File: src/verilog/dma_pkg.sv
// DMA controller shared widths, register map, status layout and AHB codes
package dma_pkg;

    // Widths --------------------
    localparam int ADDR_W     = 32;   // System address
    localparam int DATA_W     = 32;
    localparam int CFG_ADDR_W = 8;    // APB address
    localparam int LEN_W      = 16;   // Word count

    // Channels --------------------
    localparam int CH_NUM   = 2;
    localparam int CH_IDX_W = (CH_NUM > 1) ? $clog2(CH_NUM) : 1;

    typedef logic [ADDR_W-1:0]     addr_t;
    typedef logic [DATA_W-1:0]     data_t;
    typedef logic [LEN_W-1:0]      len_t;
    typedef logic [CFG_ADDR_W-1:0] cfg_addr_t;

    // Register map --------------------
    // Byte offsets inside one channel block
    localparam cfg_addr_t REG_SRC  = 'h00;
    localparam cfg_addr_t REG_DST  = 'h04;
    localparam cfg_addr_t REG_LEN  = 'h08;
    localparam cfg_addr_t REG_CTRL = 'h0C;

    localparam cfg_addr_t CH_STRIDE  = 'h10;   // Channel block spacing
    localparam cfg_addr_t REG_STATUS = 'h40;   // Global status

    // Control word bits
    localparam int CTRL_START_BIT = 0;
    localparam int CTRL_TRIG_BIT  = 1;

    // Status word fields, one bit per channel
    localparam int STAT_DONE_LSB = 0;
    localparam int STAT_ERR_LSB  = 2;
    localparam int STAT_BUSY_LSB = 4;

    // AHB transfer codes --------------------
    localparam logic [1:0] HTRANS_IDLE   = 2'b00;
    localparam logic [1:0] HTRANS_NONSEQ = 2'b10;

endpackage

File: src/verilog/dma_ahb_mover.sv
// DMA round-robin channel arbiter and AHB-Lite read-then-write word copy engine
`timescale 1ns/1ns

module dma_ahb_mover (
    input  logic                         clk,
    input  logic                         arst_n,
    input  logic [dma_pkg::CH_NUM-1:0]   ch_run,
    input  dma_pkg::addr_t               ch_src [dma_pkg::CH_NUM],
    input  dma_pkg::addr_t               ch_dst [dma_pkg::CH_NUM],
    input  dma_pkg::len_t                ch_len [dma_pkg::CH_NUM],
    output logic [dma_pkg::CH_NUM-1:0]   ch_start,
    output logic [dma_pkg::CH_NUM-1:0]   ch_end,
    output logic                         end_err,
    output dma_pkg::addr_t               haddr,
    output logic [1:0]                   htrans,
    output logic                         hwrite,
    output dma_pkg::data_t               hwdata,
    input  dma_pkg::data_t               hrdata,
    input  logic                         hready,
    input  logic                         hresp
);
    import dma_pkg::*;

    // S_RDATA carries the write address phase, S_WDATA the next read address
    enum logic [1:0] {S_IDLE, S_RADDR, S_RDATA, S_WDATA} state;

    logic [CH_IDX_W-1:0] cur_idx;      // Channel owning the bus, or last owner
    logic [CH_IDX_W-1:0] pick_idx;
    logic                pick_vld;
    logic                grant;
    logic                data_phase;
    logic                more;         // Words left after the current one
    addr_t               rd_addr;      // Next source address
    addr_t               wr_addr;      // Next destination address
    len_t                words_left;

    // Round robin --------------------
    // Search starts one past the last granted channel
    always_comb begin
        pick_vld = 1'b0;
        pick_idx = cur_idx;
        for (int i = 1; i <= CH_NUM; i++) begin
            if (!pick_vld && ch_run[(int'(cur_idx) + i) % CH_NUM]) begin
                pick_vld = 1'b1;
                pick_idx = CH_IDX_W'((int'(cur_idx) + i) % CH_NUM);
            end
        end
    end

    assign grant      = (state == S_IDLE) && pick_vld;
    assign data_phase = (state == S_RDATA) || (state == S_WDATA);
    assign more       = words_left > len_t'(1);

    // Control FSM --------------------
    always_ff @(posedge clk or negedge arst_n) begin
        if (!arst_n) begin
            state      <= S_IDLE;
            cur_idx    <= CH_IDX_W'(CH_NUM - 1);
            ch_start   <= '0;
            ch_end     <= '0;
            end_err    <= 1'b0;
            haddr      <= '0;
            htrans     <= HTRANS_IDLE;
            hwrite     <= 1'b0;
            words_left <= '0;
        end else begin
            ch_start <= '0;
            ch_end   <= '0;
            end_err  <= 1'b0;
            if (data_phase && hresp) begin
                htrans <= HTRANS_IDLE;             // Cancel the queued transfer
                if (hready) begin
                    ch_end[cur_idx] <= 1'b1;
                    end_err         <= 1'b1;
                    state           <= S_IDLE;
                end
            end else begin
                case (state)
                    S_IDLE: begin
                        if (pick_vld) begin
                            cur_idx           <= pick_idx;
                            ch_start[pick_idx] <= 1'b1;
                            haddr             <= ch_src[pick_idx];
                            htrans            <= HTRANS_NONSEQ;
                            hwrite            <= 1'b0;
                            words_left        <= ch_len[pick_idx];
                            state             <= S_RADDR;
                        end
                    end
                    S_RADDR: begin
                        if (hready) begin
                            haddr  <= wr_addr;     // Write address rides the read data phase
                            hwrite <= 1'b1;
                            state  <= S_RDATA;
                        end
                    end
                    S_RDATA: begin
                        if (hready) begin
                            if (more) begin
                                haddr  <= rd_addr;
                                hwrite <= 1'b0;
                            end else begin
                                htrans <= HTRANS_IDLE;
                            end
                            state <= S_WDATA;
                        end
                    end
                    default: begin
                        if (hready) begin
                            words_left <= words_left - len_t'(1);
                            if (more) begin
                                haddr  <= wr_addr;
                                hwrite <= 1'b1;
                                htrans <= HTRANS_NONSEQ;
                                state  <= S_RDATA;
                            end else begin
                                htrans          <= HTRANS_IDLE;
                                ch_end[cur_idx] <= 1'b1;
                                state           <= S_IDLE;
                            end
                        end
                    end
                endcase
            end
        end
    end

    // Address and data path --------------------
    always_ff @(posedge clk) begin
        if (grant) begin
            rd_addr <= ch_src[pick_idx] + ADDR_W'(4);
            wr_addr <= ch_dst[pick_idx];
        end else if (state == S_RDATA && hready && !hresp) begin
            hwdata  <= hrdata;                     // Held through the write data phase
            wr_addr <= wr_addr + ADDR_W'(4);
            if (more) begin
                rd_addr <= rd_addr + ADDR_W'(4);
            end
        end
    end

    // Checks --------------------
    a_hold: assert property (@(posedge clk) disable iff (!arst_n)
        (htrans == HTRANS_NONSEQ && !hready && !hresp)
            |=> ($stable(haddr) && $stable(htrans)));

    // Register file keeps the channel addresses word aligned
    a_align: assert property (@(posedge clk) disable iff (!arst_n)
        (htrans == HTRANS_NONSEQ) |-> (haddr[1:0] == 2'b00));

endmodule

File: src/verilog/dma_apb_regs.sv
// DMA APB register file with channel run control, status and done/error outputs
`timescale 1ns/1ns

module dma_apb_regs (
    input  logic                         clk,
    input  logic                         arst_n,
    input  logic                         psel,
    input  logic                         penable,
    input  logic                         pwrite,
    input  dma_pkg::cfg_addr_t           paddr,
    input  dma_pkg::data_t               pwdata,
    output dma_pkg::data_t               prdata,
    output logic                         pready,
    output logic                         pslverr,
    input  logic [dma_pkg::CH_NUM-1:0]   req_pending,
    input  logic [dma_pkg::CH_NUM-1:0]   ch_start,
    input  logic [dma_pkg::CH_NUM-1:0]   ch_end,
    input  logic                         end_err,
    output logic [dma_pkg::CH_NUM-1:0]   ch_run,
    output dma_pkg::addr_t               ch_src [dma_pkg::CH_NUM],
    output dma_pkg::addr_t               ch_dst [dma_pkg::CH_NUM],
    output dma_pkg::len_t                ch_len [dma_pkg::CH_NUM],
    output logic [dma_pkg::CH_NUM-1:0]   dma_done,
    output logic                         dma_err
);
    import dma_pkg::*;

    addr_t             src_q [CH_NUM];
    addr_t             dst_q [CH_NUM];
    len_t              len_q [CH_NUM];
    logic [CH_NUM-1:0] start_q;
    logic [CH_NUM-1:0] trig_q;    // Wait for DMA_REQ
    logic [CH_NUM-1:0] busy_q;
    logic [CH_NUM-1:0] done_q;
    logic [CH_NUM-1:0] err_q;
    logic [CH_NUM-1:0] done_clr;
    logic [CH_NUM-1:0] err_clr;

    cfg_addr_t           blk;
    cfg_addr_t           off;
    logic [CH_IDX_W-1:0] ch_idx;
    logic                ch_hit;
    logic                reg_hit;
    logic                stat_hit;
    logic                apb_acc;
    logic                ctrl_wr;
    logic                wr_ok;
    data_t               rd_word;

    // Address decode --------------------
    assign apb_acc  = psel & penable;                  // Access phase
    assign blk      = paddr / CH_STRIDE;
    assign off      = paddr % CH_STRIDE;
    assign ch_idx   = blk[CH_IDX_W-1:0];
    assign ch_hit   = blk < cfg_addr_t'(CH_NUM);
    assign stat_hit = paddr == REG_STATUS;

    always_comb begin
        reg_hit = 1'b0;
        if (ch_hit) begin
            case (off)
                REG_SRC, REG_DST, REG_LEN, REG_CTRL: reg_hit = 1'b1;
                default:                            reg_hit = 1'b0;
            endcase
        end
    end

    // Unmapped, control write while busy, or start with nothing to move
    assign ctrl_wr = apb_acc & pwrite & reg_hit & (off == REG_CTRL);
    assign pslverr = apb_acc & (~(reg_hit | stat_hit)
                              | (ctrl_wr & busy_q[ch_idx])
                              | (ctrl_wr & pwdata[CTRL_START_BIT] & (len_q[ch_idx] == '0)));
    assign wr_ok   = apb_acc & pwrite & ~pslverr;
    assign pready  = 1'b1;                             // Zero wait states

    // Read mux --------------------
    always_comb begin
        rd_word = '0;
        if (stat_hit) begin
            for (int c = 0; c < CH_NUM; c++) begin
                rd_word[STAT_DONE_LSB + c] = done_q[c];
                rd_word[STAT_ERR_LSB + c]  = err_q[c];
                rd_word[STAT_BUSY_LSB + c] = busy_q[c];
            end
        end else if (reg_hit) begin
            case (off)
                REG_SRC: rd_word = src_q[ch_idx];
                REG_DST: rd_word = dst_q[ch_idx];
                REG_LEN: rd_word = data_t'(len_q[ch_idx]);
                default: begin
                    rd_word[CTRL_START_BIT] = start_q[ch_idx];
                    rd_word[CTRL_TRIG_BIT]  = trig_q[ch_idx];
                end
            endcase
        end
    end

    assign prdata = (apb_acc && !pwrite && !pslverr) ? rd_word : '0;

    // Register updates --------------------
    assign done_clr = (wr_ok && stat_hit) ? pwdata[STAT_DONE_LSB +: CH_NUM] : '0;
    assign err_clr  = (wr_ok && stat_hit) ? pwdata[STAT_ERR_LSB +: CH_NUM] : '0;

    always_ff @(posedge clk or negedge arst_n) begin
        if (!arst_n) begin
            for (int c = 0; c < CH_NUM; c++) begin
                src_q[c] <= '0;
                dst_q[c] <= '0;
                len_q[c] <= '0;
            end
            start_q <= '0;
            trig_q  <= '0;
            busy_q  <= '0;
            done_q  <= '0;
            err_q   <= '0;
        end else begin
            for (int c = 0; c < CH_NUM; c++) begin
                if (wr_ok && reg_hit && blk == cfg_addr_t'(c)) begin
                    case (off)
                        REG_SRC: src_q[c] <= {pwdata[ADDR_W-1:2], 2'b00};   // Word aligned
                        REG_DST: dst_q[c] <= {pwdata[ADDR_W-1:2], 2'b00};
                        REG_LEN: len_q[c] <= pwdata[LEN_W-1:0];
                        default: begin
                            start_q[c] <= pwdata[CTRL_START_BIT];
                            trig_q[c]  <= pwdata[CTRL_TRIG_BIT];
                            busy_q[c]  <= pwdata[CTRL_START_BIT];
                        end
                    endcase
                end
                if (ch_start[c]) begin
                    start_q[c] <= 1'b0;    // Handed to the mover
                end
                if (ch_end[c]) begin
                    busy_q[c] <= 1'b0;
                end
            end
            // Completion sets win over a same-cycle clear
            done_q <= (done_q & ~done_clr) | (ch_end & {CH_NUM{~end_err}});
            err_q  <= (err_q & ~err_clr) | (ch_end & {CH_NUM{end_err}});
        end
    end

    assign ch_run   = start_q & (~trig_q | req_pending);
    assign ch_src   = src_q;
    assign ch_dst   = dst_q;
    assign ch_len   = len_q;
    assign dma_done = done_q;
    assign dma_err  = |err_q;

    // Checks --------------------
    // Mover grants only channels that asked to run
    a_start_run: assert property (@(posedge clk) disable iff (!arst_n)
        (ch_start & ~ch_run) == '0);

endmodule

File: src/verilog/dma_req_sync.sv
// DMA request synchronizer with rising edge detect and held pending flag
`timescale 1ns/1ns

module dma_req_sync (
    input  logic clk,
    input  logic arst_n,
    input  logic dma_req,       // Asynchronous request line
    input  logic ch_start,      // Channel granted by the mover
    output logic req_pending
);

    logic req_meta;   // First synchronizer stage
    logic req_sync;
    logic req_prev;   // Edge register
    logic req_rise;

    assign req_rise = req_sync & ~req_prev;

    always_ff @(posedge clk or negedge arst_n) begin
        if (!arst_n) begin
            req_meta    <= 1'b0;
            req_sync    <= 1'b0;
            req_prev    <= 1'b0;
            req_pending <= 1'b0;
        end else begin
            req_meta <= dma_req;
            req_sync <= req_meta;
            req_prev <= req_sync;
            // A start consumes the request, extra edges fold into it
            if (ch_start) begin
                req_pending <= 1'b0;
            end else if (req_rise) begin
                req_pending <= 1'b1;
            end
        end
    end

endmodule

File: src/verilog/dma_top.sv
// Two-channel memory-to-memory DMA with APB configuration and AHB-Lite master
`timescale 1ns/1ns

module dma_top (
    input  logic                         clk,
    input  logic                         arst_n,

    // APB configuration port
    input  logic                         psel,
    input  logic                         penable,
    input  logic                         pwrite,
    input  dma_pkg::cfg_addr_t           paddr,
    input  dma_pkg::data_t               pwdata,
    output dma_pkg::data_t               prdata,
    output logic                         pready,
    output logic                         pslverr,

    // AHB-Lite master port
    output dma_pkg::addr_t               haddr,
    output logic [1:0]                   htrans,
    output logic                         hwrite,
    output dma_pkg::data_t               hwdata,
    input  dma_pkg::data_t               hrdata,
    input  logic                         hready,
    input  logic                         hresp,

    // Requests and status
    input  logic [dma_pkg::CH_NUM-1:0]   dma_req,
    output logic [dma_pkg::CH_NUM-1:0]   dma_done,
    output logic                         dma_err
);
    import dma_pkg::*;

    logic [CH_NUM-1:0] req_pending;
    logic [CH_NUM-1:0] ch_run;
    logic [CH_NUM-1:0] ch_start;    // Grant pulse from the mover
    logic [CH_NUM-1:0] ch_end;
    logic              end_err;
    addr_t             ch_src [CH_NUM];
    addr_t             ch_dst [CH_NUM];
    len_t              ch_len [CH_NUM];

    dma_apb_regs u_regs (
        .clk         (clk),
        .arst_n      (arst_n),
        .psel        (psel),
        .penable     (penable),
        .pwrite      (pwrite),
        .paddr       (paddr),
        .pwdata      (pwdata),
        .prdata      (prdata),
        .pready      (pready),
        .pslverr     (pslverr),
        .req_pending (req_pending),
        .ch_start    (ch_start),
        .ch_end      (ch_end),
        .end_err     (end_err),
        .ch_run      (ch_run),
        .ch_src      (ch_src),
        .ch_dst      (ch_dst),
        .ch_len      (ch_len),
        .dma_done    (dma_done),
        .dma_err     (dma_err)
    );

    // One request synchronizer per channel
    for (genvar c = 0; c < CH_NUM; c++) begin : g_req_sync
        dma_req_sync u_req_sync (
            .clk         (clk),
            .arst_n      (arst_n),
            .dma_req     (dma_req[c]),
            .ch_start    (ch_start[c]),
            .req_pending (req_pending[c])
        );
    end

    dma_ahb_mover u_mover (
        .clk      (clk),
        .arst_n   (arst_n),
        .ch_run   (ch_run),
        .ch_src   (ch_src),
        .ch_dst   (ch_dst),
        .ch_len   (ch_len),
        .ch_start (ch_start),
        .ch_end   (ch_end),
        .end_err  (end_err),
        .haddr    (haddr),
        .htrans   (htrans),
        .hwrite   (hwrite),
        .hwdata   (hwdata),
        .hrdata   (hrdata),
        .hready   (hready),
        .hresp    (hresp)
    );

endmodule
File: config.mk
export PLATFORM = sky130hd
export DESIGN_NAME = dma_top
export DESIGN_NICKNAME = d
export VERILOG_FILES = /design/src/verilog/dma_pkg.sv /design/src/verilog/dma_ahb_mover.sv /design/src/verilog/dma_apb_regs.sv /design/src/verilog/dma_req_sync.sv /design/src/verilog/dma_top.sv
export SDC_FILE = /design/constraint.sdc
export NUM_CORES = 1
export LEC_CHECK = 0
export BUFFER_PORTS_ARGS = -buffer_cell sky130_fd_sc_hd__buf_2
export CAP_MARGIN = 5
export CELL_PAD_IN_SITES_DETAIL_PLACEMENT = 0
export CELL_PAD_IN_SITES_GLOBAL_PLACEMENT = 1
export CORE_MARGIN = 2
export CORE_UTILIZATION = 39
export CTS_CLUSTER_SIZE = 40
export DETAILED_ROUTE_END_ITERATION = 8
export PLACE_DENSITY_LB_ADDON = 0.08
export SLEW_MARGIN = 10
export SYNTH_ARGS = -nofsm -noshare
export SYNTH_HDL_FRONTEND = slang
export SYNTH_SLANG_ARGS = --single-unit
File: constraint.sdc
create_clock -name clk -period 7.28 [get_ports clk]
set_input_delay 1.456 -clock clk [delete_from_list [all_inputs] [get_ports clk]]
set_output_delay 1.456 -clock clk [all_outputs]
set_load 0.01 [all_outputs]
### Yosys cells after proc, flatten, opt, wreduce, memory -nomap -nowiden

Index checks and enable logic that the tools add are counted.

| cells by class | value |
|---|---|
| equality and inequality tests | 21 |
| reductions and logical operators | 57 |
| magnitude comparators | 11 |
| $add $sub $neg | 6 |
| multiplexer cells | 104 |
| bitwise operators | 38 |

Operators by type and width:

| kind | count |
|---|---|
| two-way mux 32 bit | 25 |
| two-way mux 16 bit | 8 |
| adder 32 x 3 -> 32 bit (second input constant) | 3 |
| one-hot mux 32 bit (3 select lines) | 1 |
| one-hot mux 30 bit (3 select lines) | 1 |
| two-way mux 2 bit | 21 |
| two-way mux 1 bit | 39 |
| one-hot mux 16 bit (2 select lines) | 1 |
| AND reduction 2 bit | 14 |
| two-way mux 26 bit | 1 |
| one-hot mux 2 bit (3 select lines) | 3 |
| nonzero test 2 bit | 9 |
| greater-than comparator 16 x 1 -> 1 bit (second input constant) | 1 |
| logical NOT 16 bit | 1 |
| logical NOT 8 bit | 2 |
| subtractor 16 x 1 -> 16 bit (second input constant) | 1 |
| inequality test 2 x 1 -> 1 bit (second input constant) | 7 |
| logical AND 1 bit | 13 |
| bitwise AND 1 bit | 11 |
| bitwise AND 2 bit | 5 |
| AND reduction 5 bit | 2 |
| inverter 1 bit | 9 |
| == test 4 bit (second input constant) | 2 |
| == test 8 x 7 -> 1 bit (second input constant) | 1 |
| 31 further kinds | 56 |

| word-level totals | value |
|---|---|
| logic and storage cells | 271 |
| register bits after elaboration | 325 |
| input port bits | 81 |

### Depth between registers and ports, before layout

| logic depth | value |
|---|---|
| depth after elaboration | 17 |
| depth in mapped cells | 20 |
| gate-level depth less buffers | 15 |

### Modules after synthesis

From an unflattened synthesis, not the netlist that was laid out.

| second synthesis, totals | value |
|---|---|
| cell total of the unflattened synthesis | 1634 |
| area, all modules | 17302.8 um2 |

By module, submodules not included:

| module | area each (um2) | cells each | times used |
|---|---|---|---|
| dma_ahb_mover | 9182.6 | 1003 | 1 |
| dma_apb_regs | 7882.6 | 617 | 1 |
| dma_req_sync | 118.9 | 7 | 2 |

### Worst setup path after synthesis

OpenSTA, ideal clock, no wires.

| timing | value |
|---|---|
| path type | input port to output port |
| start | input paddr[1] |
| end | output prdata[2] |
| path buffers | 1 |
| cell stages on the path | 7 |
| required time | 5.824 ns |
| path slack | 2.866 ns |
| arrival time | 2.958 ns |
| cell sequence | or2_1 clkbuf_1 nor3_1 nand3_1 nor2_1 nand2_1 o21ai_0 |

| between the ends | value |
|---|---|
| cells in the longest elaborated chain, start to end | 13 |
| elaborated cells between the ends (all ways) | 24 |
| those cells by class | 4 x eq/ne; 6 x mux; 10 x bitwise; 4 x reduce/logical |

Ends and longest elaborated chain:

| item | RTL line | text |
|---|---|---|
| start, declared | dma_top.sv:12 | `input dma_pkg::cfg_addr_t paddr,` |
| logical NOT 8 bit (tied with other cells) | dma_apb_regs.sv:61, dma_apb_regs.sv:86 |  |
| OR reduction 4 bit | dma_apb_regs.sv:61 | `case (off)` |
| two-way mux 1 bit | dma_apb_regs.sv:61 |  |
| two-way mux 1 bit | dma_apb_regs.sv:60 | `if (ch_hit) begin` |
| bitwise AND 1 bit (2 in series) | dma_apb_regs.sv:69 | `assign ctrl_wr = apb_acc & pwrite & reg_hit & (off == REG_CTRL);` |
| bitwise AND 1 bit, on equally long branches | dma_apb_regs.sv:71, dma_apb_regs.sv:72 |  |
| bitwise OR 1 bit / bitwise AND 1 bit (equally long branches) | dma_apb_regs.sv:71, dma_apb_regs.sv:72 |  |
| bitwise OR 1 bit | dma_apb_regs.sv:72 | `\| (ctrl_wr & pwdata[CTRL_START_BIT] & (len_q[ch_idx] == '0)));` |
| bitwise AND 1 bit | dma_apb_regs.sv:70 | `assign pslverr = apb_acc & (~(reg_hit \| stat_hit)` |
| logical NOT 1 bit | dma_apb_regs.sv:98 | `assign prdata = (apb_acc && !pwrite && !pslverr) ? rd_word : '0;` |
| logical AND 1 bit | dma_apb_regs.sv:98 |  |
| two-way mux 32 bit (*) | dma_apb_regs.sv:98 |  |
| end, declared | dma_top.sv:14 | `output dma_pkg::data_t prdata,` |

Mark *: on every way between the ends. The rest lies on a longest branch, timed or not.

### Final worst setup path

| timing | value |
|---|---|
| start | input paddr[2] |
| end | output prdata[24] |

The elaborated chain is that of the path after synthesis.

==> flow_metrics.env <==
export IMPL_grt_pass1_vias=13364
export IMPL_min_delay_start="g_req_sync[0].u_req_sync.req_meta"
export IMPL_drive_above_1_share_pct=25.2
export IMPL_worst_r2r_cell_count=16
export IMPL_final_core_util_pct=45.6
export IMPL_synth_area_leaders="dfrtp_1 33%, edfxtp_1 16%, mux2_2 11%"
export IMPL_synthArstFlopShare_pct=71.1
export IMPL_fin_crit_sh_pct=67.7
export IMPL_hold_class="flop to flop"
export IMPL_grt_pass1_wl_um=86600
export IMPL_cp_arrival_ns=3.47
export IMPL_ant_nets=0
export IMPL_core_um2=43300
export IMPL_avgRoutedWirePerCell_um=23.9
export IMPL_yosysWarnings=0
export IMPL_avgSynthCellArea_um2=10.4
export IMPL_tritoncts="done"
export IMPL_layout_setup_ws_ns=2.35
export IMPL_yosysTopAreaCell="dfrtp_1"
export IMPL_drc=0
export IMPL_yosysTopAreaCellShare_pct=32.8
export IMPL_maxSlewHeadroom_pct=33.5
export IMPL_grt_remaining_overflow=0
export IMPL_rsz0062_at_grt="false"
export IMPL_drv_slew=0
export IMPL_status="finished, final reports clean"
export IMPL_hold_depth=0
export IMPL_hold_worst_slack_ns=0.346
export IMPL_wirelength_um=57300
export IMPL_grt_max_degree=162
export IMPL_fin_cells=2397
export IMPL_synth_common_cells="225 x dfrtp_1, 180 x nand2_1, 163 x mux2_2"
export IMPL_yosys_cell_types_count=83
export IMPL_end_kind="primary output"
export IMPL_grt_use_total_pct=25.4
export IMPL_worstPathRequired_ns=5.82
export IMPL_reg2reg_from="u_mover.state[0]"
export IMPL_dp_hpwl_um=40400
export IMPL_p_int_mw=3.58
export IMPL_cts_htree_levels=2
export IMPL_worst_pin_slew_ns=0.994
export IMPL_max_freq_mhz=203
export IMPL_critPathMaxFanout=27
export IMPL_path_clk_slew_ns=0.06
export IMPL_drt_pre_antenna_iters=5
export IMPL_syn_inst=1643
export IMPL_setup_violations=0
export IMPL_syn_area_um2=17100
export IMPL_start_util_pct=39.6
export IMPL_cts_resized=0
export IMPL_r2r_setup_slack_ns=2.67
export IMPL_yosysSeqAreaShare_pct=49.1
export IMPL_num_vias=13805
export IMPL_min_period_ns=4.93
export IMPL_clockBufferDepth=3
export IMPL_nFillCells=4143
export IMPL_powerDensity_nw_per_um2=281
export IMPL_drt_iter0_markers=1314
export IMPL_synth_seq_cells=318
export IMPL_clk_latency_ns=0.56
export IMPL_dieArea_um2=45700
export IMPL_r2r_end="u_mover.rd_addr[24]"
export IMPL_synth_edff_count=92
export IMPL_final_setup_skew_ns=0.0129
export IMPL_globalplace_congestion=0.858
export IMPL_setup_tns_final_ns=0
export IMPL_ir_drop_v=0.000183
export IMPL_whs_endpoint="g_req_sync[0].u_req_sync.req_sync"
export IMPL_fp_dieW_um=214
export IMPL_synth_most_common_cell="dfrtp_1"
export IMPL_area_delta_synth_final_pct=15.0
export IMPL_numCtsBuffers=38
export IMPL_dpl_cell_count=2325
export IMPL_nets=1871
export IMPL_clockRootBuffer="clkbuf_16"
export IMPL_num_rows=76
export IMPL_sw_frac_of_total_pct=35.4
export IMPL_hold_viol=0
export IMPL_antenna_found_initial=1
export IMPL_io_pins=185
export IMPL_start_kind="input port"
export IMPL_synth_ff_type="dfrtp_1"
export IMPL_port_buffers=180
export IMPL_cts_setup_buffers=0
export IMPL_clkPwrFrac_pct=32.6
export IMPL_pwr_share_comb_pct=27.7
export IMPL_hold_buffers=0
export IMPL_pre_cts_ws_ns=2.38
export IMPL_worstSetupPathType="input port to primary output"
export IMPL_power_switching_mw=1.96
export IMPL_seq_power_share_pct=39.7
export IMPL_cts_sinks=318
export IMPL_viasPerCell=5.76
export IMPL_die_h_um=214
export IMPL_power_leakage_nw=8.29
export IMPL_maxCapViolations=0
## how the worst max path moves through the flow
stage	endpoint	cells past startpoint	startpoint	slack, ns
finish	prdata[24]	5	paddr[2]	2.35
global route	prdata[24]	5	paddr[2]	2.20
CTS	prdata[24]	5	paddr[2]	2.37
detailed placement	prdata[24]	5	paddr[2]	2.38
global placement	prdata[20]	5	paddr[2]	2.40
floorplan	prdata[2]	7	paddr[1]	2.87
## cell usage in the layout (no fill, tap or decap), types with 24 or more instances in the layout
master,synthesis,layout
dfrtp_1,225,225
buf_2,31,178
nand2_1,180,177
mux2_2,163,163
nor2_1,156,150
edfxtp_1,92,92
mux2i_1,78,78
a21oi_1,75,75
o21ai_0,73,72
nand3_1,54,54
a31oi_1,46,46
xnor2_1,39,39
clkbuf_16,0,38
and3_1,24,24
## cells by family after synthesis
group,after synthesis,share of synthesized area (%)
DFF,318,49.1
AOI/OAI and AO/OA,352,13.9
and+or+nand+nor,529,14.4
xor gates and xnor gates,61,3.12
adders and majority gates,10,0.730
muxes,247,15.7
buffers and inverters,124,3.12
other,2,0.0438
## final cells by class
type / instances / area (um^2) / area share [%]
sequential: 318 / 8420 / 42.7
multi-input combinational: 1203 / 8260 / 41.9
timing repair buffer: 201 / 1080 / 5.50
clock buffer: 52 / 1010 / 5.14
tap: 585 / 732 / 3.71
clock inverter: 17 / 133 / 0.673
inverter: 18 / 67.6 / 0.343
antenna: 3 / 7.51 / 0.0381
## critical path, stage by stage
cell     delay, ns
buf_2         0.59
nand2_1       0.72
o22a_1        0.42
nor2_1        0.09
buf_2         0.14
## state kept, by name, indices dropped and copies added (netlist names), 2 cells and up
name                               count
u_mover.hwdata                        32
u_regs.ch_len                         32
u_regs.ch_src                         60
u_regs.dma_done                        2
g_req_sync.u_req_sync.req_prev         2
u_mover.state                          2
u_mover.ch_start                       2
g_req_sync.u_req_sync.req_pending      2
u_mover.wr_addr                       30
u_regs.err_q                           2
u_regs.ch_dst                         60
u_mover.ch_end                         2
g_req_sync.u_req_sync.req_meta         2
u_mover.haddr                         30
u_regs.start_q                         2
u_regs.trig_q                          2
u_regs.busy_q                          2
g_req_sync.u_req_sync.req_sync         2
u_mover.words_left                    16
u_mover.rd_addr                       30
## routing by layer
metal | vias up | routed length [um] | track usage [%]
li1 | 6319 | - | -
met1 | 6971 | 29300 | 40.8
met2 | 458 | 23200 | 34.8
met3 | 57 | 3780 | 4.36
met4 | 0 | 966 | 6.08
met5 | - | 0 | 0
## through the flow
stage | total power, mW | area, um^2
floorplan | 3.17 | 17200
global placement | 3.75 | 18600
detailed placement | 3.76 | 18600
CTS | 5.58 | 19700
global route | 5.83 | 19700
finish | 5.53 | 19700
## power groups by stage
stage,Combinational [mW],Clock (mW),Sequential [mW]
2_1_floorplan,0.946,0,2.23
4_1_cts,1.54,1.84,2.19
6_report,1.54,1.80,2.20
3_3_place_gp,1.52,0,2.22
5_1_grt,1.69,1.92,2.22
3_5_place_dp,1.53,0,2.23
No activity file was read; power rests on OpenSTA's default activity.
